$ cat src/mem_defs.svh
// Memory port build parameters
// Requestor count, physical address width and the fixed AXI ID
`ifndef MEM_DEFS_SVH
`define MEM_DEFS_SVH

// MMU, caches and uncached access
`define MEM_NUM_REQ 3

// Physical address width in bits
`define MEM_PADDR_W 32

`define MEM_AXI_ID_W 4  // Width of every AXI ID field

// Single ID on every channel, since only one transfer is ever in flight
`define MEM_AXI_ID 0

`endif
$ cat src/core_mem_pkg.sv
// Core-side memory request types
// Access size, the raw requestor request and the decoded bus access
`include "mem_defs.svh"

package core_mem_pkg;

    // Encoding follows the RISC-V funct3 low bits
    typedef enum logic [1:0] {
        SIZE_BYTE     = 2'b00,
        SIZE_HALFWORD = 2'b01,
        SIZE_WORD     = 2'b10
    } size_e;

    typedef logic [31:0] word_t;  // Data path is fixed at 32 bits
    typedef logic [`MEM_PADDR_W-1:0] paddr_t;

    // Request as raised by a requestor, unaligned sub-word form
    typedef struct packed {
        logic   wen_nren;  // 1 for store, 0 for load
        size_e  size;
        paddr_t addr;      // Byte address
        word_t  wdata;     // Store data in the low lanes
    } limp_req_t;

    // Request after lane decode, ready for the bus
    typedef struct packed {
        logic       wen_nren;
        paddr_t     addr;   // Word aligned
        logic [3:0] wstrb;  // One bit per byte lane
        word_t      wdata;  // Replicated across lanes
    } access_t;

endpackage

$ cat src/read_extract.sv
// Read lane extract
// Picks the addressed byte or halfword of the bus word and zero-extends it
`timescale 1ns/1ps

module read_extract (
    input  core_mem_pkg::word_t rdata_bus,
    input  core_mem_pkg::size_e size,
    input  logic [1:0]          addr_lo,   // Byte offset within the word
    output core_mem_pkg::word_t rdata
);

    import core_mem_pkg::*;

    always_comb begin
        case (size)
            SIZE_BYTE: begin
                rdata = {24'h0, rdata_bus[8*addr_lo +: 8]};
            end
            SIZE_HALFWORD: begin
                // addr_lo[0] is zero for aligned halfwords
                rdata = {16'h0, addr_lo[1] ? rdata_bus[31:16] : rdata_bus[15:0]};
            end
            default: begin
                rdata = rdata_bus;  // Full word
            end
        endcase
    end

endmodule

$ cat config.mk
export PLATFORM = sky130hd
export DESIGN_NAME = read_extract
export DESIGN_NICKNAME = d
export VERILOG_FILES = /design/src/core_mem_pkg.sv /design/src/read_extract.sv
export VERILOG_INCLUDE_DIRS = /design/src
export SDC_FILE = /design/constraint.sdc
export NUM_CORES = 1
export LEC_CHECK = 0
export ABC_CLOCK_PERIOD_IN_PS = 1400
export BUFFER_PORTS_ARGS = -buffer_cell sky130_fd_sc_hd__buf_2
export CAP_MARGIN = 20
export CORE_UTILIZATION = 32
export DETAILED_ROUTE_END_ITERATION = 7
export GPL_ROUTABILITY_DRIVEN = 0
export PLACE_DENSITY = 0.84
export SYNTH_ARGS = -nofsm -noshare
export SYNTH_HDL_FRONTEND = slang
export SYNTH_SLANG_ARGS = --single-unit
$ cat constraint.sdc
create_clock -name vclk -period 1.4
set_input_delay 0.28 -clock vclk [all_inputs]
set_output_delay 0.28 -clock vclk [all_outputs]
set_load 0.005 [all_outputs]
Word level (Yosys, flattened, before mapping):

Index checks and enable logic that the tools add are counted.

* bits in registers: 0
* word-level logic and storage cells: 5

* equal/unequal tests: 1
* shift operators: 1
* multiplexer cells: 2
* reductions and logical operators: 1

Operator list (count)
* 32-bit case mux with 2 select lines: 1
* 32-bit by 6-bit indexed part select with 8-bit output: 1
* 16-bit 2-to-1 mux: 1
* 2-bit by 1-bit equality test with 1-bit output (second input constant): 1
* 2-bit logical NOT: 1

Depth between registers and ports, before layout:

* depth in word-level cells: 2
* mapped depth: 4
* gate-level depth less buffers: 3

Least setup slack after synthesis:

Ideal clock, no wire load.

* path type: in2out
* start point: input port size[1]
* end point: output port rdata[6]
* arrival time: 0.998 ns
* required time: 1.120 ns
* slack: 0.122 ns
* cell stages on the path: 4
* path buffers: 1
* cell sequence: or3b_1 > buf_6 > nor2_1 > a221o_1

* cells in the longest elaborated chain, start to end: 2

Ends and longest elaborated chain
* from (decl): RTL line read_extract.sv:7 `input core_mem_pkg::size_e size,`
* 2-bit by 1-bit equality test with 1-bit output / 2-bit logical NOT (equally long branches): RTL line read_extract.sv:15 `case (size)`
* 32-bit case mux with 2 select lines *: RTL line read_extract.sv:15
* to (decl): RTL line read_extract.sv:9 `output core_mem_pkg::word_t rdata`

Every way passes the cells marked *; elsewhere a longest branch is shown, timed or not.

Final worst setup path:

* start point: input port size[0]
* end point: output port rdata[3]

The elaborated chain is that of the path after synthesis.

==> results by group <==
Finish
  – Share of layout cells above drive strength 1: 0.674
  – Most frequent cells in the layout: 62 x buf_2, 16 x and2_1, 8 x mux2i_1
  – Fillcell total: 111
  – Nets: 179
  – Clkbuf count: 0
  – Layout area overhead: 103%
  – Non-filler instance count after layout: around 160
  – # diodes: 0
  – Seq Cell Count: 0
  – FF/Latch Area: 0 µm²
  – Commonest non-fill, non-tap cell in the layout: buf_2

Synth
  – Post-synthesis mux area share: 0.165
  – Post-Synth Adder-Cell Area: 0
  – Yosys Warn Count: 0
  – Register area share after synthesis: 0
  – XOR/XNOR Fraction of Synth Area: 0
  – Mapped Avg Cell Area: approximately 7.1 µm²
  – Post-synthesis simple-gate area fraction: 0.394
  – Cells after Synth: ~70
  – Main combinational cell family by area after synthesis: simple AND/OR/NAND/NOR gates
  – Distinct cells, synth: 18
  – Syn_nets: about 100
  – Synth Area in Compound Gates: 0.340
  – Post-Syn Area: slightly below 500 µm²

Floorplan
  – CORE AREA: between 1000 and 1500 µm²
  – Die area: about 1700 µm²
  – Row count: 13
  – Initial Util: 0.360
  – Io pins: 68
  – Die H: between 40 and 50 µm
  – Die Wd: slightly above 40 µm

Outcome
  – Violated checks: setup timing
  – Status: finished, violations left

STA
  – Setup violations, final: 8
  – Worst-margin pin slew: around 0.23 ns
  – Max frequency: ~670 MHz
  – Count of final hold-check violations: 0
  – Slew Viols, Final: 0
  – Relative slew slack: 0.843
  – Unrepaired setup endpoints after global routing: true
  – Min Hold Slack: around 0.85 ns
  – Final WS setup: -0.0888 ns
  – Final Cycle Share: 1.06
  – Post-layout min period: 1.49 ns

Drt
  – 1st-iter DRT viols: 8
  – Max layer used: met3
  – Drt first pass iters: 4
  – DRC viols: 0
  – Met1 wire length: around 760 µm
  – Vias: ~800
  – DRT antenna net count: 0
  – Met3 Wirelength: roughly 130 µm
  – Vias per std cell: around 5
  – Routed len/inst: about 13 µm
  – Met2 routed WL: roughly 1.2 mm
  – Final wirelength: approximately 2.0 mm

Setup path
  – CP arrival: about 1.2 ns
  – Max FO, Critical Path: 4
  – Crit end category: output port
  – Critical Path Start Type: input port
  – Worst Setup Path Type: in -> out
  – Crit path required time: around 1.1 ns

Global route
  – First-pass GRT wire length: approximately 3 mm
  – All-Layer GR Usage: 0.253
  – Overflow left after global routing: 0
  – Pin count of the biggest net entering global routing: 18
  – Initial antenna violation count: 0
  – Number of global-route vias before repair: around 700

Placed design
  – PortBufs: 68
  – Dpl hpwl: 1.48 mm
  – DP Worst Slack: -0.378 ns
  – Placed cell count: approximately 150

Power
  – LEAKAGE: about 0.56 nW
  – Tot Pwr: roughly 0.32 mW
  – Power Density: between 300 and 400 nW/µm²
  – IR drop worst, VDD: roughly 0.2 mV

Hold path
  – Hold crit path type: in -> out

CTS
  – Hold Buf Count CTS: 0

Flow run
  – Max-cap violations: 0
==> what timing repair did <==
item / 4_1_cts / 5_1_grt
endpoints found under the setup margin: 16 / 13
endpoints found under the hold margin: 0 / 0
buffers inserted: 3 / 0
pin swaps: 11 / 0
gates cloned: 0 / 0
resized for setup: 23 / 8
==> metrics by stage <==
step,area [µm²],setup TNS [ns],utilization
floorplan,485,0,-
global placement,852,-2.95,0.631
detailed placement,852,-3.68,0.631
CTS,962,-0.428,0.713
global route,983,-0.824,0.728
finish,983,-0.566,0.728
==> worst max-delay path: stages <==
cell and delay [ns]:
buf_8 0.10, nor2b_4 0.16, nor3_4 0.07, buf_6 0.12
a221o_2 0.35, buf_6 0.12
==> power breakdown <==
part	internal (mW)	switching [mW]
registers	0	0
clock network	0	0
logic	0.186	0.131
total	0.186	0.131
==> synth_stat cells (2+ instances only) <==
cell       n  area, µm²
o21ai_0    6       30.0
a22o_2     2       20.0
a22o_1     2       17.5
buf_6      2       22.5
nor2b_1    2       12.5
nand2_1    6       22.5
mux2i_1    8       80.1
a221o_2    5       56.3
and2_1    16        100
nor2_1     8       30.0
a221o_1    3       30.0
clkbuf_1   2       7.51
==> routing by layer <==
layer,vias up,GRT usage
li1,397,-
met1,367,0.279
met2,37,0.527
met3,0,0.0163
met4,0,0.0167
met5,-,0
==> path summary, 6_finish.rpt <==
kind / slack [ns] / end / startpoint / cells after the start
setup / recovery: -0.09 / rdata[3] / size[0] / 6
hold / removal: 0.85 / rdata[19] / rdata_bus[19] / 3
==> cells by family after synthesis <==
family,Yosys count
AO/OA/AOI/OAI,19
AND/OR/NAND/NOR,35
buffers and inverters,6
multiplexers,8
==> cell type report <==
type                       count  area, µm²  share of cell area
inverter                       1       6.26             0.00636
multi-input combinational     62        474               0.482
tap                           15       18.8              0.0191
timing repair buffer          78        484               0.492
No activity file was read; power rests on OpenSTA's default activity.
