===== src/mem_defs.svh =====
// Memory port build parameters
// Requestor count, physical address width and the fixed AXI ID
`ifndef MEM_DEFS_SVH
`define MEM_DEFS_SVH

// MMU, caches and uncached access
`define MEM_NUM_REQ 3

// Physical address width in bits
`define MEM_PADDR_W 32

`define MEM_AXI_ID_W 4  // Width of every AXI ID field

// Single ID on every channel, since only one transfer is ever in flight
`define MEM_AXI_ID 0

`endif

===== src/axi_lite_pkg.sv =====
// AXI4-Lite channel payloads
// Address, data and response structs for a single-beat 32-bit bus
`include "mem_defs.svh"

package axi_lite_pkg;

    typedef enum logic [1:0] {
        OKAY   = 2'b00,
        EXOKAY = 2'b01,
        SLVERR = 2'b10,
        DECERR = 2'b11
    } axi_resp_e;

    // Read address channel
    typedef struct packed {
        logic [`MEM_PADDR_W-1:0]  addr;
        logic [`MEM_AXI_ID_W-1:0] id;
    } axi_ar_t;

    // Write address channel, same layout as AR
    typedef struct packed {
        logic [`MEM_PADDR_W-1:0]  addr;
        logic [`MEM_AXI_ID_W-1:0] id;
    } axi_aw_t;

    typedef struct packed {
        logic [31:0] data;
        logic [3:0]  strb;  // Byte lane enables
    } axi_w_t;

    // Read data channel
    typedef struct packed {
        logic [31:0]              data;
        logic [`MEM_AXI_ID_W-1:0] id;
        axi_resp_e                resp;
    } axi_r_t;

    // Write response, status is not acted on
    typedef struct packed {
        logic [`MEM_AXI_ID_W-1:0] id;
        axi_resp_e                resp;
    } axi_b_t;

endpackage


===== src/core_mem_pkg.sv =====
// Core-side memory request types
// Access size, the raw requestor request and the decoded bus access
`include "mem_defs.svh"

package core_mem_pkg;

    // Encoding follows the RISC-V funct3 low bits
    typedef enum logic [1:0] {
        SIZE_BYTE     = 2'b00,
        SIZE_HALFWORD = 2'b01,
        SIZE_WORD     = 2'b10
    } size_e;

    typedef logic [31:0] word_t;  // Data path is fixed at 32 bits
    typedef logic [`MEM_PADDR_W-1:0] paddr_t;

    // Request as raised by a requestor, unaligned sub-word form
    typedef struct packed {
        logic   wen_nren;  // 1 for store, 0 for load
        size_e  size;
        paddr_t addr;      // Byte address
        word_t  wdata;     // Store data in the low lanes
    } limp_req_t;

    // Request after lane decode, ready for the bus
    typedef struct packed {
        logic       wen_nren;
        paddr_t     addr;   // Word aligned
        logic [3:0] wstrb;  // One bit per byte lane
        word_t      wdata;  // Replicated across lanes
    } access_t;

endpackage


===== src/axi_manager_fsm.sv =====
// AXI4-Lite manager
// Mealy FSM that runs one single-beat read or write per request
`timescale 1ns/1ps
`include "mem_defs.svh"

module axi_manager_fsm #(
    parameter int AXI_ID = `MEM_AXI_ID
) (
    input  logic                  i_clk,
    input  logic                  i_rst_n,
    input  logic                  sel_valid,
    input  core_mem_pkg::access_t acc,
    output logic                  done,     // Pulses with the final handshake
    output logic                  arvalid,
    input  logic                  arready,
    output axi_lite_pkg::axi_ar_t ar,
    input  logic                  rvalid,
    output logic                  rready,
    input  axi_lite_pkg::axi_r_t  r,
    output logic                  awvalid,
    input  logic                  awready,
    output axi_lite_pkg::axi_aw_t aw,
    output logic                  wvalid,
    input  logic                  wready,
    output axi_lite_pkg::axi_w_t  w,
    input  logic                  bvalid,
    output logic                  bready,
    input  axi_lite_pkg::axi_b_t  b
);

    typedef enum logic [2:0] {
        IDLE,
        SEND_RADDR,  // R seen, AR still pending
        GET_RDATA,   // AR accepted, waiting on R
        SEND_WADDR,  // W accepted, AW pending
        SEND_WDATA,  // AW accepted, W pending
        GET_BRESP
    } state_e;

    state_e state;
    state_e next_state;

    logic [`MEM_AXI_ID_W-1:0] id;
    logic ar_hs;
    logic r_hs;
    logic aw_hs;
    logic w_hs;
    logic b_hs;

    assign id    = (`MEM_AXI_ID_W)'(AXI_ID);
    assign ar_hs = arvalid && arready;
    assign r_hs  = rvalid && rready;
    assign aw_hs = awvalid && awready;
    assign w_hs  = wvalid && wready;
    assign b_hs  = bvalid && bready;

    // Response arrives at least a cycle after AW/W, so B is always accepted
    assign bready = 1'b1;

    always_ff @(posedge i_clk) begin
        if (!i_rst_n) begin
            state <= IDLE;
        end else begin
            state <= next_state;
        end
    end

    always_comb begin
        next_state = state;  // Hold under back-pressure
        case (state)
            IDLE: begin
                if (sel_valid && acc.wen_nren) begin
                    if (aw_hs && w_hs) begin
                        next_state = GET_BRESP;
                    end else if (aw_hs) begin
                        next_state = SEND_WDATA;
                    end else if (w_hs) begin
                        next_state = SEND_WADDR;
                    end
                end else if (sel_valid) begin
                    if (ar_hs && !r_hs) begin
                        next_state = GET_RDATA;
                    end else if (r_hs && !ar_hs) begin
                        next_state = SEND_RADDR;  // Only with a non-compliant subordinate
                    end
                end
            end
            SEND_RADDR: if (ar_hs) next_state = IDLE;
            GET_RDATA:  if (r_hs) next_state = IDLE;
            SEND_WADDR: if (aw_hs) next_state = GET_BRESP;
            SEND_WDATA: if (w_hs) next_state = GET_BRESP;
            GET_BRESP:  if (b_hs) next_state = IDLE;
            default:    next_state = IDLE;
        endcase
    end

    // Handshake outputs, done uses the raw readys to avoid a loop through *_hs
    always_comb begin
        arvalid = 1'b0;
        rready  = 1'b0;
        awvalid = 1'b0;
        wvalid  = 1'b0;
        done    = 1'b0;
        case (state)
            IDLE: begin
                if (sel_valid && acc.wen_nren) begin
                    awvalid = 1'b1;  // Both write channels together
                    wvalid  = 1'b1;
                end else if (sel_valid) begin
                    arvalid = 1'b1;
                    rready  = 1'b1;
                    done    = arready && rvalid;  // Zero-wait read
                end
            end
            SEND_RADDR: begin
                arvalid = 1'b1;
                done    = arready;
            end
            GET_RDATA: begin
                rready = 1'b1;
                done   = rvalid;
            end
            SEND_WADDR: awvalid = 1'b1;
            SEND_WDATA: wvalid = 1'b1;
            GET_BRESP:  done = bvalid;
            default:    done = 1'b0;
        endcase
    end

    // Payloads follow the decoded access, held stable by the arbiter lock
    always_comb begin
        ar.addr = acc.addr;
        ar.id   = id;
        aw.addr = acc.addr;
        aw.id   = id;
        w.data  = acc.wdata;
        w.strb  = acc.wstrb;
    end

    a_ar_stable: assert property (@(posedge i_clk) disable iff (!i_rst_n)
        arvalid && !arready |=> arvalid && $stable(ar))
        else $error("axi_manager_fsm: AR dropped or changed before handshake");

    a_aw_stable: assert property (@(posedge i_clk) disable iff (!i_rst_n)
        awvalid && !awready |=> awvalid && $stable(aw))
        else $error("axi_manager_fsm: AW dropped or changed before handshake");

    a_w_stable: assert property (@(posedge i_clk) disable iff (!i_rst_n)
        wvalid && !wready |=> wvalid && $stable(w))
        else $error("axi_manager_fsm: W dropped or changed before handshake");

    // Subordinate must echo our single ID
    a_resp_id: assert property (@(posedge i_clk) disable iff (!i_rst_n)
        (!r_hs || r.id == id) && (!b_hs || b.id == id))
        else $error("axi_manager_fsm: response ID mismatch r %0d b %0d", r.id, b.id);

endmodule


===== config.mk =====
export PLATFORM = sky130hd
export DESIGN_NAME = axi_manager_fsm
export DESIGN_NICKNAME = d
export VERILOG_FILES = /design/src/axi_lite_pkg.sv /design/src/core_mem_pkg.sv /design/src/axi_manager_fsm.sv
export VERILOG_INCLUDE_DIRS = /design/src
export SDC_FILE = /design/constraint.sdc
export NUM_CORES = 1
export LEC_CHECK = 0
export ABC_AREA = 1
export BUFFER_PORTS_ARGS = -buffer_cell sky130_fd_sc_hd__clkbuf_2
export CORE_AREA = 4 4 88 90
export DETAILED_ROUTE_END_ITERATION = 10
export DIE_AREA = 0 0 92 94
export GPL_ROUTABILITY_DRIVEN = 0
export GPL_TIMING_DRIVEN = 0
export SKIP_LAST_GASP = 1
export SLEW_MARGIN = 20
export SYNTH_ARGS = -nofsm -noshare
export SYNTH_HDL_FRONTEND = slang
export SYNTH_SLANG_ARGS = --single-unit

===== constraint.sdc =====
create_clock -name i_clk -period 4.4 [get_ports i_clk]
set_clock_uncertainty 0.2 [all_clocks]
set_input_delay 0.22 -clock i_clk [delete_from_list [all_inputs] [get_ports i_clk]]
set_output_delay 0.22 -clock i_clk [all_outputs]
set_load 0.05 [all_outputs]

# Word level (Yosys, flattened, before mapping)
# Index checks and enable logic that the tools add are counted.
[totals] rom_bits=0 ram_bits=0 reg_bits=3 n_memories=0 latch_bits=0 output_inout_bits=114 elab_cells=50 in_bits=121
[classes] n_reduce_logical=13 n_bitwise=0 eq_ne=13 muxes=23 multipliers=0 shifts=0 magnitude_cmp=0 add_sub_neg=0 div_mod_pow=0
[ops] cell="3-bit 2-to-1 mux" n=12
[ops] cell="3-bit one-hot mux with 6 select lines" n=1
[ops] cell="2-bit inequality test, second input constant" n=5
[ops] cell="1-bit logical AND" n=9
[ops] cell="1-bit one-hot mux with 2 select lines" n=4
[ops] cell="8-bit AND reduction" n=1
[ops] cell="3-bit by 2-bit equality test with 1-bit output, second input constant" n=2
[ops] cell="3-bit equality test, second input constant" n=2
[ops] cell="1-bit 2-to-1 mux" n=5
[ops] cell="5-bit inequality test, second input constant" n=1
[ops] cell="4-bit inequality test, second input constant" n=1
[ops] cell="1-bit one-hot mux with 4 select lines" n=1
[ops] cell="3-bit by 1-bit equality test with 1-bit output, second input constant" n=1
[ops] cell="3-bit zero test" n=1
[ops] cell="3-bit inequality test, second input constant" n=1
[ops] cell="1-bit zero test" n=2

# Depth between registers and ports, before layout
[logic_depth] depth_word=11 mapped_depth=16 depth_no_buf=15

# Least setup slack after synthesis
# OpenSTA, ideal clock, no wires.
[synth_path] path_kind="register to register" from="register state[0]" to="register state[0]" arrival_time_ns=1.879 setup_ns=0.111 synth_period_minus_slack_ns=2.190 setup_slack_ns=2.210 t_required_ns=4.089 path_stages_with_launch=17 cell_sequence="dfxtp_1 buf_6 inv_1 nand2_1 nor2_2 nand3_2 nand2_2 nand2_1 ha_1 nand2_1 nand2_1 nand2_1 nand3_1 nor2_1 nand3_1 nor2_1 nor2_1"
[synth_between] elab_chain_len=9 word_cells_on_any_way=34 classes_between="13 x eq/ne; 10 x mux; 11 x reduce/logical"
[synth_rtl] element="start, declared" line_no="axi_manager_fsm.sv:40" rtl="state_e state;"
[synth_rtl] element="start signal, assigned" line_no="axi_manager_fsm.sv:64" rtl="state <= next_state;"
[synth_rtl] element="3-bit by 2-bit equality test with 1-bit output or 3-bit zero test (tied branches)" line_no="axi_manager_fsm.sv:104" rtl="case (state)"
[synth_rtl] element="1-bit one-hot mux with 2 select lines (*)" line_no="axi_manager_fsm.sv:104"
[synth_rtl] element="named net rready" line_no="axi_manager_fsm.sv:18" rtl="output logic rready,"
[synth_rtl] element="1-bit logical AND (*)" line_no="axi_manager_fsm.sv:52" rtl="assign r_hs = rvalid && rready;"
[synth_rtl] element="1-bit zero test" line_no="axi_manager_fsm.sv:81" rtl="if (ar_hs && !r_hs) begin"
[synth_rtl] element="1-bit logical AND" line_no="axi_manager_fsm.sv:81"
[synth_rtl] element="3-bit 2-to-1 mux" line_no="axi_manager_fsm.sv:81"
[synth_rtl] element="3-bit 2-to-1 mux" line_no="axi_manager_fsm.sv:80" rtl="end else if (sel_valid) begin"
[synth_rtl] element="3-bit 2-to-1 mux" line_no="axi_manager_fsm.sv:72" rtl="if (sel_valid && acc.wen_nren) begin"
[synth_rtl] element="3-bit one-hot mux with 6 select lines" line_no="axi_manager_fsm.sv:70" rtl="case (state)"
# The timed path passes the listed nets; every way through them passes the cells marked *. The select of a mux whose other input is x is not followed.
# A chain may end at the register's enable or synchronous reset.

# Final worst setup path
[layout_path] from="register state[1]" to="register state[0]"
[layout_between] elab_chain_len=9 word_cells_on_any_way=34 classes_between="13 x eq/ne; 10 x mux; 11 x reduce/logical"
[layout_rtl] element="3-bit by 2-bit equality test with 1-bit output or 3-bit zero test (tied branches)" line_no="axi_manager_fsm.sv:70, axi_manager_fsm.sv:104"
[layout_rtl] element="1-bit one-hot mux with 2 select lines" line_no="axi_manager_fsm.sv:104"
[layout_rtl] element="1-bit logical AND" line_no="axi_manager_fsm.sv:52"
[layout_rtl] element="1-bit zero test" line_no="axi_manager_fsm.sv:81"
[layout_rtl] element="1-bit logical AND" line_no="axi_manager_fsm.sv:81"
[layout_rtl] element="3-bit 2-to-1 mux" line_no="axi_manager_fsm.sv:81"
[layout_rtl] element="3-bit 2-to-1 mux" line_no="axi_manager_fsm.sv:80"
[layout_rtl] element="3-bit 2-to-1 mux" line_no="axi_manager_fsm.sv:72"
[layout_rtl] element="3-bit one-hot mux with 6 select lines" line_no="axi_manager_fsm.sv:70"
# Parallel ways exist; a longest one is shown, timed or not. The select of a mux whose other input is x is not followed.

==> flow_metrics.py <==
metrics = {
    "critical_path": {
        "crit_type": "reg2reg",
        "crit_fanout": 6,
        "critical_path_required_ns": 4.31,
        "arrival_ns": 2.08,
        "worstSetupEndpointType": "register",
        "worstSetupStartpointType": "register",
    },
    "worst_hold_path": {
        "hold_path_class": "in2reg",
    },
    "global_route": {
        "overflow": 0,
        "track_usage_pct": 7.19,
        "grt_max_degree": 9,
        "antenna_found_initial": 0,
        "grt_pass1_wl_mm": 5.22,
        "first_global_vias": 1289,
    },
    "die": {
        "die_area_um2": 8650,
        "die_width_um": 92,
        "dieHeight_um": 94,
        "initial_core_util_pct": 18.6,
        "io_pins": 235,
        "rows": 31,
        "core_region_area_um2": 7060,
    },
    "sta": {
        "report.final.slew_viol_count": 0,
        "worst_slack_ns": 2.22,
        "rsz0062_at_grt": "no",
        "timing.fmax_mhz": 460,
        "tns_ns": 0,
        "finalCritPeriodShare_pct": 49.5,
        "hold_viol_final": 0,
        "setup_violations": 0,
        "period_needed_ns": 2.18,
    },
    "clocking": {
        "postCtsSetupBuffers": 0,
        "root_buffer": "clkbuf_8",
        "htree_levels": 1,
        "hold_buffers": 0,
        "cts_resized": 0,
        "cts_tree": "done",
        "ctsLongestPathBuffers": 2,
        "clk_pin_slew_worst_paths_ns": 0.03,
        "cts_sinks": 3,
        "cts-buffers-inserted": 3,
        "clk_latency_ns": 0.21,
    },
    "power": {
        "p_int_mw": 0.280,
        "p_switching_mw": 0.440,
        "leakagePower_nw": 1.34,
        "power.total_mw": 0.720,
        "p_comb_share_pct": 82.9,
        "seq_power_share_pct": 6.1,
        "ir_worst_vdd_mv": 0.0891,
        "p_clk_share_pct": 11.0,
        "pwr_density_cell_nw_per_um2": 347,
        "netSwitchingFraction_pct": 61.1,
    },
    "cells_and_area": {
        "area_growth_pct": 57.8,
        "finalNonFillerCells": 420,
        "layout_commonest_cell": "clkbuf_2",
        "multi_input_area_um2": 388,
        "nNetsFinal": 444,
        "final_cell_mix": "113 x clkbuf_2, 110 x buf_4, 26 x nand2_1, 13 x inv_1, 10 x nor2_1",
        "fin_util_pct": 29.4,
        "fillCellCount": 796,
        "drive_gt1_share_pct": 75.4,
        "regMostFlops": "state",
        "largest_reg_flops": 3,
        "ff_latch_area_um2": 60.1,
        "reg.largest.list": "state: 3 flops",
        "diodes": 0,
    },
    "detailed_routing": {
        "ant_nets": 0,
        "drtPass1Iterations": 3,
        "drc": 0,
        "wl_per_cell_um": 8.58,
        "viasPerCell": 3.35,
        "drtIter0Drc": 10,
        "drt_wl_total_mm": 3.60,
        "vias": 1405,
    },
    "flow_run": {
        "cap_violations": 0,
    },
    "synthesis": {
        "yosysUniqueCellTypes": 21,
        "syn_area_per_cell_um2": 6.68,
        "yosys_warnings": 0,
        "netlist_instances": 197,
        "yosys_register_bits": 3,
        "synth_area_um2": 1320,
        "synth-seq-area-share_pct": 4.57,
    },
    "status": {
        "outcome": "completed",
    },
    "placement": {
        "port_buffers": 113,
        "dp_hpwl_mm": 3.40,
        "dp_cells": 416,
        "dp_slack_ns": 2.23,
    },
}
## critical path, cell delays in order (launching register included)
cell and delay (ns):
dfxtp_1 0.38, inv_2 0.11, nand2_1 0.07, nor2_2 0.15
nand3_2 0.12, nand2_2 0.08, nand2_1 0.07, ha_1 0.30
nand2_1 0.07, nand2_1 0.05, nand2_1 0.06, nand3_1 0.06
nor2_1 0.14, nand3_1 0.08, nor2_1 0.10, nor2_1 0.04
## per-stage QoR
step / instance area, µm² / hold WS (ns)
2_1_floorplan: 1340 / 0.140
3_3_place_gp: 2030 / 0.265
3_5_place_dp: 2030 / 0.269
4_1_cts: 2080 / 0.0432
5_1_grt: 2080 / 0.0454
6_report: 2080 / 0.0465
## Yosys cell counts
master / n / share of area (%)
buf_4: 110 / 63
nand2_1: 26 / 7.4
inv_1: 13 / 3.7
nor2_1: 10 / 2.9
nand3_1: 8 / 3.0
nand3_2: 5 / 3.8
dfxtp_1: 3 / 4.6
nor2_2: 3 / 1.4
a21oi_1: 2 / 0.76
conb_1: 2 / 0.57
inv_2: 2 / 0.57
nand2_2: 2 / 0.95
nand4_1: 2 / 0.95
o21ai_0: 2 / 0.76
buf_6: 1 / 0.86
ha_1: 1 / 0.95
nand2_4: 1 / 0.86
nand3_4: 1 / 1.3
nand3b_1: 1 / 0.57
nor2_4: 1 / 0.86
o21ai_1: 1 / 0.38
## kinds of logic after synthesis
| kind of cell | Yosys count | synth area share (%) |
|---|---|---|
| AND/OR/NAND/NOR | 60 | 24.1 |
| flip-flops | 3 | 4.57 |
| adder cells (fa/ha/maj) | 1 | 0.951 |
| AO/OA/AOI/OAI | 5 | 1.90 |
| other | 2 | 0.571 |
| buffers and inverters | 126 | 67.9 |
## per-layer routing
layer | track usage (%) | vias to the layer above | wire [µm]
met5 | 0 | - | 0
met4 | 2.60 | 0 | 41
met3 | 1.52 | 2 | 410
met2 | 13.5 | 97 | 1950
met1 | 7.91 | 576 | 1200
li1 | - | 730 | -
## final cells by class
cell class,instances,area share [%]
buffer,111,40.3
clock buffer,4,2.17
inverter,15,2.71
multi-input combinational,75,18.7
sequential,3,2.89
tap,99,5.97
timing repair buffer,113,27.2
## final timing paths
kind / start / endpoint / slack (ns) / depth (start not counted)
max: state[1]$_SDFFE_PN0P_ / state[0]$_SDFFE_PN0P_ / 2.22 / 15
max reg2reg: state[1]$_SDFFE_PN0P_ / state[0]$_SDFFE_PN0P_ / 2.22 / 15
min reg2reg: state[0]$_SDFFE_PN0P_ / state[0]$_SDFFE_PN0P_ / 0.47 / 5
min: i_rst_n / state[2]$_SDFFE_PN0P_ / 0.05 / 3
## power by group through the flow
stage	clock (mW)	combinational [mW]	sequential [mW]
final	0.0794	0.597	0.0437
after global placement	0	0.598	0.0438
after CTS	0.0825	0.602	0.0437
after global routing	0.0874	0.639	0.0449
after floorplan	0	0.506	0.0429
after detailed placement	0	0.600	0.0438
No activity file was read; power rests on OpenSTA's default activity.
