File: src/mem_defs.svh
// Memory port build parameters
// Requestor count, physical address width and the fixed AXI ID
`ifndef MEM_DEFS_SVH
`define MEM_DEFS_SVH

// MMU, caches and uncached access
`define MEM_NUM_REQ 3

// Physical address width in bits
`define MEM_PADDR_W 32

`define MEM_AXI_ID_W 4  // Width of every AXI ID field

// Single ID on every channel, since only one transfer is ever in flight
`define MEM_AXI_ID 0

`endif
File: src/core_mem_pkg.sv
// Core-side memory request types
// Access size, the raw requestor request and the decoded bus access
`include "mem_defs.svh"

package core_mem_pkg;

    // Encoding follows the RISC-V funct3 low bits
    typedef enum logic [1:0] {
        SIZE_BYTE     = 2'b00,
        SIZE_HALFWORD = 2'b01,
        SIZE_WORD     = 2'b10
    } size_e;

    typedef logic [31:0] word_t;  // Data path is fixed at 32 bits
    typedef logic [`MEM_PADDR_W-1:0] paddr_t;

    // Request as raised by a requestor, unaligned sub-word form
    typedef struct packed {
        logic   wen_nren;  // 1 for store, 0 for load
        size_e  size;
        paddr_t addr;      // Byte address
        word_t  wdata;     // Store data in the low lanes
    } limp_req_t;

    // Request after lane decode, ready for the bus
    typedef struct packed {
        logic       wen_nren;
        paddr_t     addr;   // Word aligned
        logic [3:0] wstrb;  // One bit per byte lane
        word_t      wdata;  // Replicated across lanes
    } access_t;

endpackage

File: src/limp_arbiter.sv
// Fixed-priority requestor arbiter
// Lowest index wins, and the grant is held until the transfer completes
`timescale 1ns/1ps
`include "mem_defs.svh"

module limp_arbiter #(
    parameter int NUM_REQUESTORS = `MEM_NUM_REQ
) (
    input  logic                                        i_clk,
    input  logic                                        i_rst_n,
    input  logic [NUM_REQUESTORS-1:0]                   req_valid,
    input  core_mem_pkg::limp_req_t [NUM_REQUESTORS-1:0] req,
    output logic [NUM_REQUESTORS-1:0]                   req_ready,
    input  logic                                        done,       // Completion from the FSM
    output logic                                        sel_valid,
    output core_mem_pkg::limp_req_t                     sel_req
);

    // Keep a one-bit index when there is only one requestor
    localparam int IDX_W = (NUM_REQUESTORS > 1) ? $clog2(NUM_REQUESTORS) : 1;

    logic             locked;    // Transfer in progress for lock_idx
    logic [IDX_W-1:0] lock_idx;
    logic [IDX_W-1:0] prio_idx;  // Winner if the bus were free
    logic [IDX_W-1:0] sel_idx;

    // Priority encoder, scan downwards so index 0 wins last
    always_comb begin
        prio_idx = '0;
        for (int i = NUM_REQUESTORS - 1; i >= 0; i--) begin
            if (req_valid[i]) begin
                prio_idx = IDX_W'(i);
            end
        end
    end

    always_comb begin
        sel_idx   = locked ? lock_idx : prio_idx;
        sel_valid = locked ? req_valid[sel_idx] : |req_valid;
        sel_req   = req[sel_idx];  // Request mux

        // Completion goes back only to the granted requestor
        req_ready          = '0;
        req_ready[sel_idx] = done;
    end

    // Lock once a transfer starts and does not finish in the same cycle
    always_ff @(posedge i_clk) begin
        if (!i_rst_n) begin
            locked <= 1'b0;
        end else if (done) begin
            locked <= 1'b0;  // Bus free again next cycle
        end else if (!locked && sel_valid) begin
            locked <= 1'b1;
        end
    end

    always_ff @(posedge i_clk) begin
        if (!locked && sel_valid && !done) begin
            lock_idx <= prio_idx;
        end
    end

    // A granted requestor must keep its request up until it is served
    a_lock_hold: assert property (@(posedge i_clk) disable iff (!i_rst_n)
        locked |-> req_valid[lock_idx])
        else $error("limp_arbiter: requestor %0d dropped valid while granted", lock_idx);

endmodule

File: config.mk
export PLATFORM = sky130hd
export DESIGN_NAME = limp_arbiter
export DESIGN_NICKNAME = d
export VERILOG_FILES = /design/src/core_mem_pkg.sv /design/src/limp_arbiter.sv
export VERILOG_INCLUDE_DIRS = /design/src
export SDC_FILE = /design/constraint.sdc
export NUM_CORES = 1
export LEC_CHECK = 0
export BUFFER_PORTS_ARGS = -buffer_cell sky130_fd_sc_hd__buf_4
export CAP_MARGIN = 15
export CORE_AREA = 5 5 105 107
export CTS_BUF_LIST = sky130_fd_sc_hd__clkbuf_16
export DETAILED_ROUTE_END_ITERATION = 16
export DIE_AREA = 0 0 110 112
export PLACE_DENSITY = 0.53
export SLEW_MARGIN = 20
export SYNTH_ARGS = -nofsm -noshare
export SYNTH_HDL_FRONTEND = slang
export SYNTH_SLANG_ARGS = --single-unit
export TNS_END_PERCENT = 5
File: constraint.sdc
create_clock -name i_clk -period 1.8 [get_ports i_clk]
set_clock_uncertainty 0.1 [all_clocks]
set_input_delay 0.27 -clock i_clk [delete_from_list [all_inputs] [get_ports i_clk]]
set_output_delay 0.27 -clock i_clk [all_outputs]
set_load 0.01 [all_outputs]
## Word-level counts from Yosys, hierarchy flattened

Cells that the tools add are included.

| operators by class | value |
|---|---|
| reductions and logical operators | 7 |
| muxes and demuxes | 11 |
| magnitude comparators | 2 |
| bitwise operators | 2 |

Operators with widths:

| kind | count |
|---|---|
| $bmux W67 S2 | 1 |
| $mux W67 | 1 |
| $mux W2 | 4 |
| $and A3 B3 Y3 | 1 |
| $logic_and A1 B1 Y1 | 3 |
| $lt A2 B3 Y1 const B | 1 |
| $mux W1 | 3 |
| $reduce_or A3 Y1 | 1 |
| $bmux W1 S2 | 1 |
| $demux W1 S2 | 1 |
| $ge A2 B1 Y1 const B | 1 |
| $logic_not A1 Y1 | 2 |
| $reduce_or A2 Y1 | 1 |
| $not A1 Y1 | 1 |

| storage, ports and cells | value |
|---|---|
| input bits | 207 |
| register bits after elaboration | 3 |
| logic and storage cells | 24 |

## Depth between registers and ports, before layout

Gate-level depths: netlist (run 1).

| depth | value |
|---|---|
| depth in word-level cells | 9 |
| depth in mapped cells | 5 |

## Worst setup path after synthesis (run 1)

OpenSTA, ideal clock, no wires.

| timing path | value |
|---|---|
| kind | reg-to-output |
| start point | reg lock_idx[0] |
| end point | out sel_req[56] in the netlist's numbering |
| required time | 1430 ps |
| arrival time | 1388 ps |
| path slack | 42 ps |
| buffers on the path | 2 |
| cell stages (with the launch flop) | 6 |
| cell sequence | edfxtp_1 nand3b_1 buf_4 clkbuf_1 a21boi_0 a221o_1 |

RTL lines:

| element | RTL line | RTL |
|---|---|---|
| from (decl) | limp_arbiter.sv:23 | `logic [IDX_W-1:0] lock_idx;` |
| from (signal assigned) | limp_arbiter.sv:60 | `lock_idx <= prio_idx;` |
| to (decl) | limp_arbiter.sv:16 | `output core_mem_pkg::limp_req_t sel_req` |

==> results of run 1 <==
## critical path, stage by stage, from the launching register on
cell      delay [ps]
dfxtp_4          360
or3b_4           420
buf_12           180
a21boi_0         200
a221o_1          140
buf_4            120
## state kept, by name (all words and copies together), names as in the netlist
register	cells
locked	1
lock_idx	2
## cell type report
cell class	count	area, µm²	share of cell area [%]
clock inverter	1	3.75	0.0923
inverter	2	7.51	0.185
tap	136	170	4.18
multi-input combinational	154	1340	33.0
clock buffer	3	75.1	1.85
sequential	3	83.8	2.06
timing repair buffer	299	2390	58.7
## how the worst max path moves through the flow
stage | start | to | slack (ps) | cells after the start
after global routing | lock_idx[0] | sel_req[45] | -300 | 6
after global placement | lock_idx[0] | sel_req[2] | -120 | 5
final | locked | sel_req[32] | -240 | 5
after CTS | locked | sel_req[2] | -250 | 5
after floorplan | lock_idx[0] | sel_req[56] | 40 | 5
after detailed placement | req_valid[0] | sel_req[2] | -120 | 6
## stage by stage
| step | TNS, ps | cell area, µm² | worst slack, ps |
|---|---|---|---|
| detailed placement | -4330 | 3880 | -116 |
| global route | -18240 | 4070 | -297 |
| finish | -14080 | 4070 | -239 |
| CTS | -13640 | 4060 | -245 |
| floorplan | 0 | 1550 | 42.0 |
| global placement | -3320 | 3880 | -121 |
## placed cells by master, fill, tap and decap left out, types with 2 or more instances in the layout
cell type / netlist / final
a21boi_0: 60 / 32
a221o_1: 68 / 68
clkbuf_16: 0 / 3
buf_4: 2 / 285
buf_8: 0 / 3
buf_12: 0 / 7
edfxtp_1: 2 / 2
inv_1: 2 / 3
nor2_1: 2 / 2
a21boi_1: 8 / 35
nor3_1: 3 / 3
and2_1: 2 / 2
buf_6: 6 / 3
nand2b_1: 2 / 2
## logic make-up after synthesis
group	after synthesis	synth area share, %
buffers and inverters	30	10.8
AOI/OAI and AO/OA	141	78.7
DFF	3	5.15
and+or+nand+nor	13	5.31
## power groups by stage
| stage | combinational, mW | sequential, mW | clock (mW) |
|---|---|---|---|
| final | 1.23 | 0.0847 | 0.347 |
| after global routing | 1.32 | 0.0856 | 0.355 |
| after CTS | 1.24 | 0.0848 | 0.349 |
| after detailed placement | 1.21 | 0.0851 | 0 |
| after global placement | 1.21 | 0.0850 | 0 |
| after floorplan | 0.469 | 0.0845 | 0 |
## routing by layer
metal	up-vias	global-route usage [%]	routed length, µm
met2	190	30.1	5610
li1	1372	-	-
met3	6	6.03	1450
met5	-	0	0
met4	0	2.58	95
met1	1355	17.5	3860
## what timing repair did
| action | in CTS | in global routing |
|---|---|---|
| buffers inserted | 2 | 0 |
| setup endpoints to repair | 70 | 70 |
| pin swaps | 10 | 8 |
| cloned | 1 | 0 |
| gates resized for setup | 31 | 15 |
==> summary.md, run 1 <==
| Metric | Value |
|---|---|
| Outcome | `complete, but fails checks` |
| Failing checks | `negative setup slack` |
| Synthesized netlist net count | `394` |
| Die W | `110 µm` |
| Worst R2R End | `lock_idx[1]` |
| Top post-synthesis cells by area | `a221o_1, a21boi_0, clkbuf_1, buf_6, a21boi_1` |
| Fillcell total | `1041` |
| Final Power | `1.66 mW` |
| Routed wire length | `11000 µm` |
| Vias per cell | `4.89` |
| Largest net degree at the start of global routing | `36` |
| Cell Count, Final, Fillers Out | `598` |
| CP Max Fanout | `35` |
| DRT antenna net count | `0` |
| Share of cells above drive strength 1 | `66.9%` |
| Final Util | `40.5%` |
| Worst slew margin | `73.7%` |
| Peak supply drop | `242 µV` |
| Clock sink count | `3` |
| Ys flop type | `edfxtp_1` |
| CP Class | `reg -> out` |
| Leak Pwr | `2.02 nW` |
| Synthesis-stage register bit count | `3` |
| CTS buffer count | `3` |
| Leading area contributor after synthesis | `a221o_1` |
| Vias | `2923` |
| Worst min-delay path category | `in -> reg` |
| Unrepaired setup endpoints after global routing | `true` |
| H-tree Lvls | `1` |
| Sw Share | `31.8%` |
| Post-DR wirelength/cell | `18.4 µm` |
| Tcrit/Tclk final | `113%` |
| Yosys top cell area share | `43.8%` |
| Hold Crit Start | `i_rst_n` |
| DR pass1 iterations | `4` |
| First-pass GRT wire length | `16000 µm` |
| Sequential share of the synthesized area | `5.15%` |
| Initial antenna violation count | `0` |
| Number of synthesized flops with an enable pin | `2` |
| WHS Endpoint | `locked` |
| Reg-to-reg slack, setup | `600 ps` |
| Cells after synthesis | `187` |
| Combinational power share | `74.0%` |
| Worst EP required | `1430 ps` |
| Clk pwr share | `20.9%` |
| Max Clk Rate | `490 MHz` |
| Post-Syn Area per Cell | `8.31 µm²` |
| Synth Cell Area | `1550 µm²` |
| Hold Fails Final Rpt | `0` |
| Worst r2r path cells | `2` |
| Synth-to-layout area growth | `162%` |
| Ys async rst share | `0%` |
| Port-buffer cells | `277` |
| Die area | `12300 µm²` |
| IO Count | `278` |
| Critical path capture point type | `output pin` |
| Max Cap Viol | `0` |
| Int Power | `1.13 mW` |
| GRT Util Overall | `16.2%` |
| Clk slew on worst S/H paths | `30 ps` |
| Total core area | `10000 µm²` |
| Tmin final | `2040 ps` |
| Power share of the sequential group | `5.1%` |
| Most frequent cells after synthesis | `a221o_1, a21boi_0, clkbuf_1` |
| Residual DRC | `0` |
| Top-count cell post-synth | `a221o_1` |
| Final worst slack | `-239 ps` |
| CTS Buffer Depth | `2` |
| Dpl cells | `591` |
| CTS tree | `done` |
| Cell Rows | `37` |
| Post-detail-place hpwl | `9060 µm` |
| R2r startpoint | `locked` |
| Root Buffer | `clkbuf_16` |
| Setup crit start kind | `flop` |
| Hold depth | `3` |
| Worst skew pair latency | `220 ps` |
| Initial Util | `15.5%` |
| GPL Wtd Cong | `0.852` |
| Synth warn | `0` |
| # setup viols final | `70` |
| Slew @ Worst Pin | `391 ps` |
| Total grt overflow | `0` |
| Diode count | `0` |
| 1st-iter DRT viols | `128` |
| Die height | `112 µm` |
| Final nets | `670` |
| Pwr dens | `407 nW/µm²` |
| Critical Path AT | `1670 ps` |
| Post-CTS Hold Fix Bufs | `0` |
| Post-synth cell types | `22` |
| Switching power | `527 µW` |
| Min Hold Slack | `212 ps` |
| Vias in the first global route | `3112` |
| Final Max Slew Viols | `0` |
No activity file was read; power rests on OpenSTA's default activity.
==> run 2, diff against run 1 <==
- RECOVER_POWER: unset -> 25
==> run 2 against run 1 <==
Against the previous run:
- worst setup slack about the same
- highest routed layer unchanged
- first-iteration DRC count unchanged
- cell count unchanged
- maximum frequency about the same
- hold slack about the same
- count of clock-buffer cells in the layout unchanged
- combinational power about the same
- design area about the same
- register-to-register slack about the same
- core utilization about the same
- the run still ends with negative setup slack left
- non-clock buffer count unchanged
==> summary.md, run 2 (synthesis gave the netlist of run 1 again) <==
| Metric | Value |
|---|---|
| Reg-to-reg slack, setup | `600 ps (about the same)` |
| Slowest stage delay, CP | `420 ps (about the same)` |
| Root Buffer | `clkbuf_16` |
| Final nets | `670 (unchanged)` |
| Largest net degree at the start of global routing | `36 (unchanged)` |
| Most frequent cells in the layout | `buf_4, a221o_1, a21boi_1` |
| Outcome | `complete, but fails checks` |
| GPL Wtd Cong | `0.852 (unchanged)` |
| Fillcell total | `1043 (+0.19%)` |
| First-pass GRT wire length | `16000 µm (unchanged)` |
| Clk pwr share | `20.9% (about the same)` |
| Combinational power share | `73.9% (about the same)` |
| Clock sink count | `3 (unchanged)` |
| Worst slew margin | `73.7% (about the same)` |
| Power share of the sequential group | `5.1% (about the same)` |
| CTS buffer count | `3 (unchanged)` |
| Post-DR wirelength/cell | `18.4 µm (unchanged)` |
| Final worst slack | `-239 ps (-0.0600 ps)` |
| CTS tree | `done` |
| Switching power | `527 µW (about the same)` |
| Die W | `110 µm (unchanged)` |
| Worst EP required | `1430 ps (about the same)` |
| Total grt overflow | `0 (unchanged)` |
| Critical path capture point type | `output pin` |
| Post-detail-place hpwl | `9060 µm (unchanged)` |
| Initial Util | `15.5% (unchanged)` |
| GRT Util Overall | `16.2% (unchanged)` |
| Slew @ Worst Pin | `391 ps (-0.252 ps)` |
| Worst min-delay path category | `in -> reg` |
| Port-buffer cells | `277 (unchanged)` |
| Worst path cell trace | `or3b_4, buf_12, a21boi_0, a221o_1, buf_4` |
| Unrepaired setup endpoints after global routing | `true` |
| Max Cap Viol | `0 (unchanged)` |
| Leak Pwr | `2.02 nW (-0.18%)` |
| Max reg flops | `2 (unchanged)` |
| Vias | `2924 (+0.034%)` |
| Top delay family on crit path | `simple AND/OR/NAND/NOR gates` |
| Vias in the first global route | `3112 (unchanged)` |
| Die area | `12300 µm² (unchanged)` |
| Critical Path AT | `1670 ps (about the same)` |
| Tmin final | `2040 ps (+0.0600 ps)` |
| Routed wire length | `11000 µm (unchanged)` |
| Worst skew pair latency | `220 ps (about the same)` |
| Largest registers | `lock_idx: 2 flops, locked: 1 flops` |
| Share of cells above drive strength 1 | `66.7% (-0.22 points)` |
| Peak supply drop | `242 µV (about the same)` |
| Total core area | `10000 µm² (unchanged)` |
| DRT antenna net count | `0 (unchanged)` |
| IO Count | `278 (unchanged)` |
| Synth-to-layout area growth | `162% (about the same)` |
| Cell Rows | `37 (unchanged)` |
| Post-CTS Hold Fix Bufs | `0 (unchanged)` |
| Int Power | `1.13 mW (about the same)` |
| Max Clk Rate | `490 MHz (about the same)` |
| Hold Fails Final Rpt | `0 (unchanged)` |
| Tcrit/Tclk final | `113% (about the same)` |
| Final Util | `40.5% (about the same)` |
| Most common cell after layout, fill and taps aside | `buf_4` |
| # setup viols final | `70 (unchanged)` |
| Clk slew on worst S/H paths | `30 ps (about the same)` |
| CP Class | `reg -> out` |
| Residual DRC | `0 (unchanged)` |
| Failing checks | `negative setup slack` |
| DR pass1 iterations | `4 (unchanged)` |
| CTS Buffer Depth | `2 (unchanged)` |
| 1st-iter DRT viols | `128 (unchanged)` |
| Diode count | `0 (unchanged)` |
| Setup crit start kind | `flop` |
| Dpl ws | `-116 ps (unchanged)` |
| Final Max Slew Viols | `0 (unchanged)` |
| Vias per cell | `4.89 (about the same)` |
| H-tree Lvls | `1 (unchanged)` |
| Sw Share | `31.8% (about the same)` |
| Die height | `112 µm (unchanged)` |
| Initial antenna violation count | `0 (unchanged)` |
| CP Max Fanout | `35 (unchanged)` |
| Top reg by flops | `lock_idx` |
| Final Power | `1.66 mW (about the same)` |
| Critical Path Slowest Stage Cell | `or3b_4` |
| Worst path bufs/invs | `2 (unchanged)` |
| Pwr dens | `408 nW/µm² (about the same)` |
## run 2: worst register-to-register path, cell delays in order, from the launching register on
cell	delay, ps
dfxtp_4	360
buf_4	140
nor3_1	280
## run 2: per-layer routing
| layer | share of wire, % | track usage [%] |
|---|---|---|
| met1 | 35 | 17.5 |
| met2 | 51 | 30.1 |
| met3 | 13 | 6.03 |
| met4 | 0.86 | 2.58 |
| met5 | 0 | 0 |
## run 2: what timing repair did
| item | in CTS | in global routing |
|---|---|---|
| endpoints found under the setup margin | 70 | 70 |
| cloned | 1 | 0 |
| setup buffers | 2 | 0 |
| gates resized for setup | 31 | 15 |
| pin swaps | 10 | 8 |
## run 2: through the flow
stage	instance area, µm²	setup TNS [ps]	std cells	hold WS [ps]
6_report	4060	-14010	598	211
3_3_place_gp	3880	-3320	591	455
4_1_cts	4060	-13640	598	222
5_1_grt	4060	-18240	598	242
2_1_floorplan	1550	0	187	299
3_5_place_dp	3880	-4330	591	459
## run 2: worst paths after layout
check	startpoint	endpoint	depth (start not counted)
worst max register to register	locked	lock_idx[1]	2
worst max-delay path	locked	sel_req[32]	5
worst min register to register	locked	locked	2
worst min-delay path	i_rst_n	locked	3
## run 2: power by group through the flow
stage	logic [mW]	clock network [mW]	registers, mW
final	1.22	0.347	0.0847
after global routing	1.32	0.355	0.0856
after CTS	1.24	0.349	0.0848
after detailed placement	1.21	0	0.0851
after global placement	1.21	0	0.0850
after floorplan	0.469	0	0.0845
## run 2: cell type report
type	count	area [µm²]	area share, %
inverter	2	7.51	0.185
clock buffer	3	75.1	1.85
clock inverter	1	3.75	0.0924
tap	136	170	4.19
multi-input combinational	154	1340	33.0
timing repair buffer	299	2380	58.6
sequential	3	83.8	2.06
==> run 3, diff against run 2 <==
- ABC_AREA: unset -> 1
- CORE_AREA: 5 5 105 107 -> 5 5 106 108
- DIE_AREA: 0 0 110 112 -> 0 0 111 113
- PLACE_DENSITY: 0.53 -> 0.6
- RECOVER_POWER: 25 -> 100
==> run 3 against run 2 <==
Against the previous run:
- the flow still finishes with violations (negative setup slack)
- worst setup slack improved by 160 ps
- sequential power increased by 2%
- combinational power up 41%
- synthesized cell count rose to 2.6 times the previous value
- clock power hardly changed
==> summary.md, run 3 <==
| Metric | Value |
|---|---|
| Routed wire length | `15800 µm (+44%)` |
| Peak supply drop | `316 µV (+30%)` |
| Root Buffer | `clkbuf_16` |
| Initial antenna violation count | `0 (unchanged)` |
| CTS buffer count | `3 (unchanged)` |
| Pwr dens | `420 nW/µm² (+3.1%)` |
| Worst min-delay path category | `in -> reg` |
| Synthesized netlist net count | `694 (+76%)` |
| Top post-synthesis cells by area | `nand3_1, nand2_1, buf_2, edfxtp_1, buf_4` |
| Dpl ws | `63.2 ps (+179 ps)` |
| Clk slew on worst S/H paths | `30 ps (about the same)` |
| Most common cell after layout, fill and taps aside | `buf_4` |
| Post-detail-place hpwl | `10800 µm (+19%)` |
| DR pass1 iterations | `4 (unchanged)` |
| Leading area contributor after synthesis | `nand3_1` |
| Reg-to-reg slack, setup | `670 ps (+70 ps)` |
| Hold Fails Final Rpt | `0 (unchanged)` |
| Die height | `113 µm (+0.89%)` |
| Largest registers | `lock_idx: 2 flops, locked: 1 flops` |
| Vias per cell | `5.01 (+2.5%)` |
| Dpl cells | `869 (+47%)` |
| Die W | `111 µm (+0.91%)` |
| Final nets | `960 (+43%)` |
| Final Util | `50.6% (+10 points)` |
| Largest net degree at the start of global routing | `41 (+14%)` |
| CP Class | `reg -> out` |
| Sequential share of the synthesized area | `3.59% (-1.6 points)` |
| Initial Util | `22.0% (+6.5 points)` |
| Port-buffer cells | `277 (unchanged)` |
| Post-DR wirelength/cell | `17.8 µm (-3.2%)` |
| CTS Buffer Depth | `2 (unchanged)` |
| Total grt overflow | `0 (unchanged)` |
| Most frequent cells in the layout | `buf_4, nand2_1, nand3_1` |
| IO Count | `278 (unchanged)` |
| Setup crit start kind | `flop` |
| Outcome | `complete, but fails checks` |
| Worst slew margin | `79.5% (+5.8 points)` |
| Yosys top cell area share | `46.0% (+2.2 points)` |
| Clock sink count | `3 (unchanged)` |
| Most frequent cells after synthesis | `nand2_1, nand3_1, buf_2` |
| Fin Setup TNS | `-1900 ps (+12110 ps)` |
| Hold depth | `3 (unchanged)` |
| Max reg flops | `2 (unchanged)` |
| Ys async rst share | `0% (unchanged)` |
| Final worst slack | `-77.4 ps (+161 ps)` |
| Critical Path AT | `1510 ps (-160 ps)` |
| CTS tree | `done` |
| # setup viols final | `70 (unchanged)` |
| Worst r2r path cells | `1 (-1)` |
| GPL Wtd Cong | `0.890 (+4.4%)` |
| Worst EP required | `1430 ps (about the same)` |
| DRT antenna net count | `0 (unchanged)` |
| Tmin final | `1880 ps (-161 ps)` |
| Post-Syn Area per Cell | `4.58 µm² (-45%)` |
| Failing checks | `negative setup slack` |
| 1st-iter DRT viols | `319 (+150%)` |
| Tcrit/Tclk final | `104% (-9.0 points)` |
| H-tree Lvls | `1 (unchanged)` |
| Cell Count, Final, Fillers Out | `888 (+48%)` |
| Synth-to-layout area growth | `130%` |
| First-pass GRT wire length | `21100 µm (+32%)` |
| Total core area | `10100 µm² (+0.92%)` |
| Cells after synthesis | `487 (+160%)` |
| Synth Cell Area | `2230 µm² (+43%)` |
| Min Hold Slack | `183 ps (-28.0 ps)` |
| Critical path capture point type | `output pin` |
| Post-synth cell types | `15 (-32%)` |
| Unrepaired setup endpoints after global routing | `true` |
| Top-count cell post-synth | `nand2_1` |
| Ys flop type | `edfxtp_1` |
| Cell Rows | `37 (unchanged)` |
| Die area | `12500 µm² (+1.8%)` |
| Residual DRC | `0 (unchanged)` |
| Final Max Slew Viols | `0 (unchanged)` |
| Worst skew pair latency | `220 ps (about the same)` |
| Diode count | `0 (unchanged)` |
| Max Cap Viol | `0 (unchanged)` |
| Synthesis-stage register bit count | `3 (unchanged)` |
| Number of synthesized flops with an enable pin | `2 (unchanged)` |
| Max Clk Rate | `533 MHz (+8.6%)` |
| GRT Util Overall | `20.3% (+4.1 points)` |
| Top reg by flops | `lock_idx` |
| Synth warn | `0 (unchanged)` |
| Leak Pwr | `3.00 nW (+49%)` |
| Vias | `4452 (+52%)` |
| Vias in the first global route | `4177 (+34%)` |
| CP Max Fanout | `6 (-83%)` |
| Share of cells above drive strength 1 | `44.0% (-23 points)` |
| Slew @ Worst Pin | `305 ps (-86.1 ps)` |
[run 3: changes by cell type after synthesis, moves of 8 or more]
cell / before / now
nand3_1: 0 / 205
nand2_1: 1 / 212
a221o_1: 68 / 0
buf_2: 2 / 26
a21boi_0: 60 / 0
a21boi_1: 8 / 0
[run 3: cells by family (layout without fill, tap and decap cells)]
logic type	count (synthesis)	after routing	synth area share [%]
buffers and inverters	56	320	11.9
DFF	3	3	3.59
and+or+nand+nor	428	429	84.5
[run 3: metrics by stage]
stage,instance area [µm²],power [mW]
2_1_floorplan,2230,0.737
3_5_place_dp,4520,1.58
5_1_grt,5130,2.31
6_report,5130,2.16
3_3_place_gp,4520,1.57
4_1_cts,4700,1.98
[run 3: final timing paths]
| kind | start | endpoint |
|---|---|---|
| max | lock_idx[0] | sel_req[15] |
| max reg2reg | locked | lock_idx[1] |
| min | i_rst_n | locked |
| min reg2reg | locked | locked |
[run 3: cell type report]
cell class | instances | area [µm²]
Timing Repair Buffer | 309 | 2750
Tap cell | 136 | 170
Fill cell | 1035 | 5010
Clock inverter | 1 | 3.75
Sequential cell | 3 | 83.8
Multi-Input combinational cell | 429 | 2010
Inverter | 7 | 41.3
Clock buffer | 3 | 75.1
[run 3: where the power goes]
part	leakage, nW	switching [mW]	internal [mW]
Sequential	0.0284	0.00779	0.0786
Clock	0.0423	0.0615	0.286
Combinational	2.93	0.807	0.915
Total	3.00	0.876	1.28
[run 3: per-layer routing]
layer	wire, µm	track usage (%)	up-vias
li1	-	-	2157
met1	5950	22.7	2019
met2	8050	37.5	254
met3	1470	5.99	22
met4	356	5.50	0
met5	0	0	-
[run 3: worst max-delay path, stage by stage (launching register included)]
cell and delay, ps:
edfxtp_1 410, inv_2 120, nand2_8 100, nand2_4 170, clkbuf_16 160, nand3_1 110
nand2_1 90, buf_4 120
[run 3: timing repair]
action | in CTS | in global routing
buffers inserted | 0 | 0
endpoints found under the hold margin | 0 | 0
pin swaps | 2 | 10
hold buffers | 0 | 0
gates resized for setup | 14 | 30
endpoints found under the setup margin | 71 | 71
cloned | 2 | 13
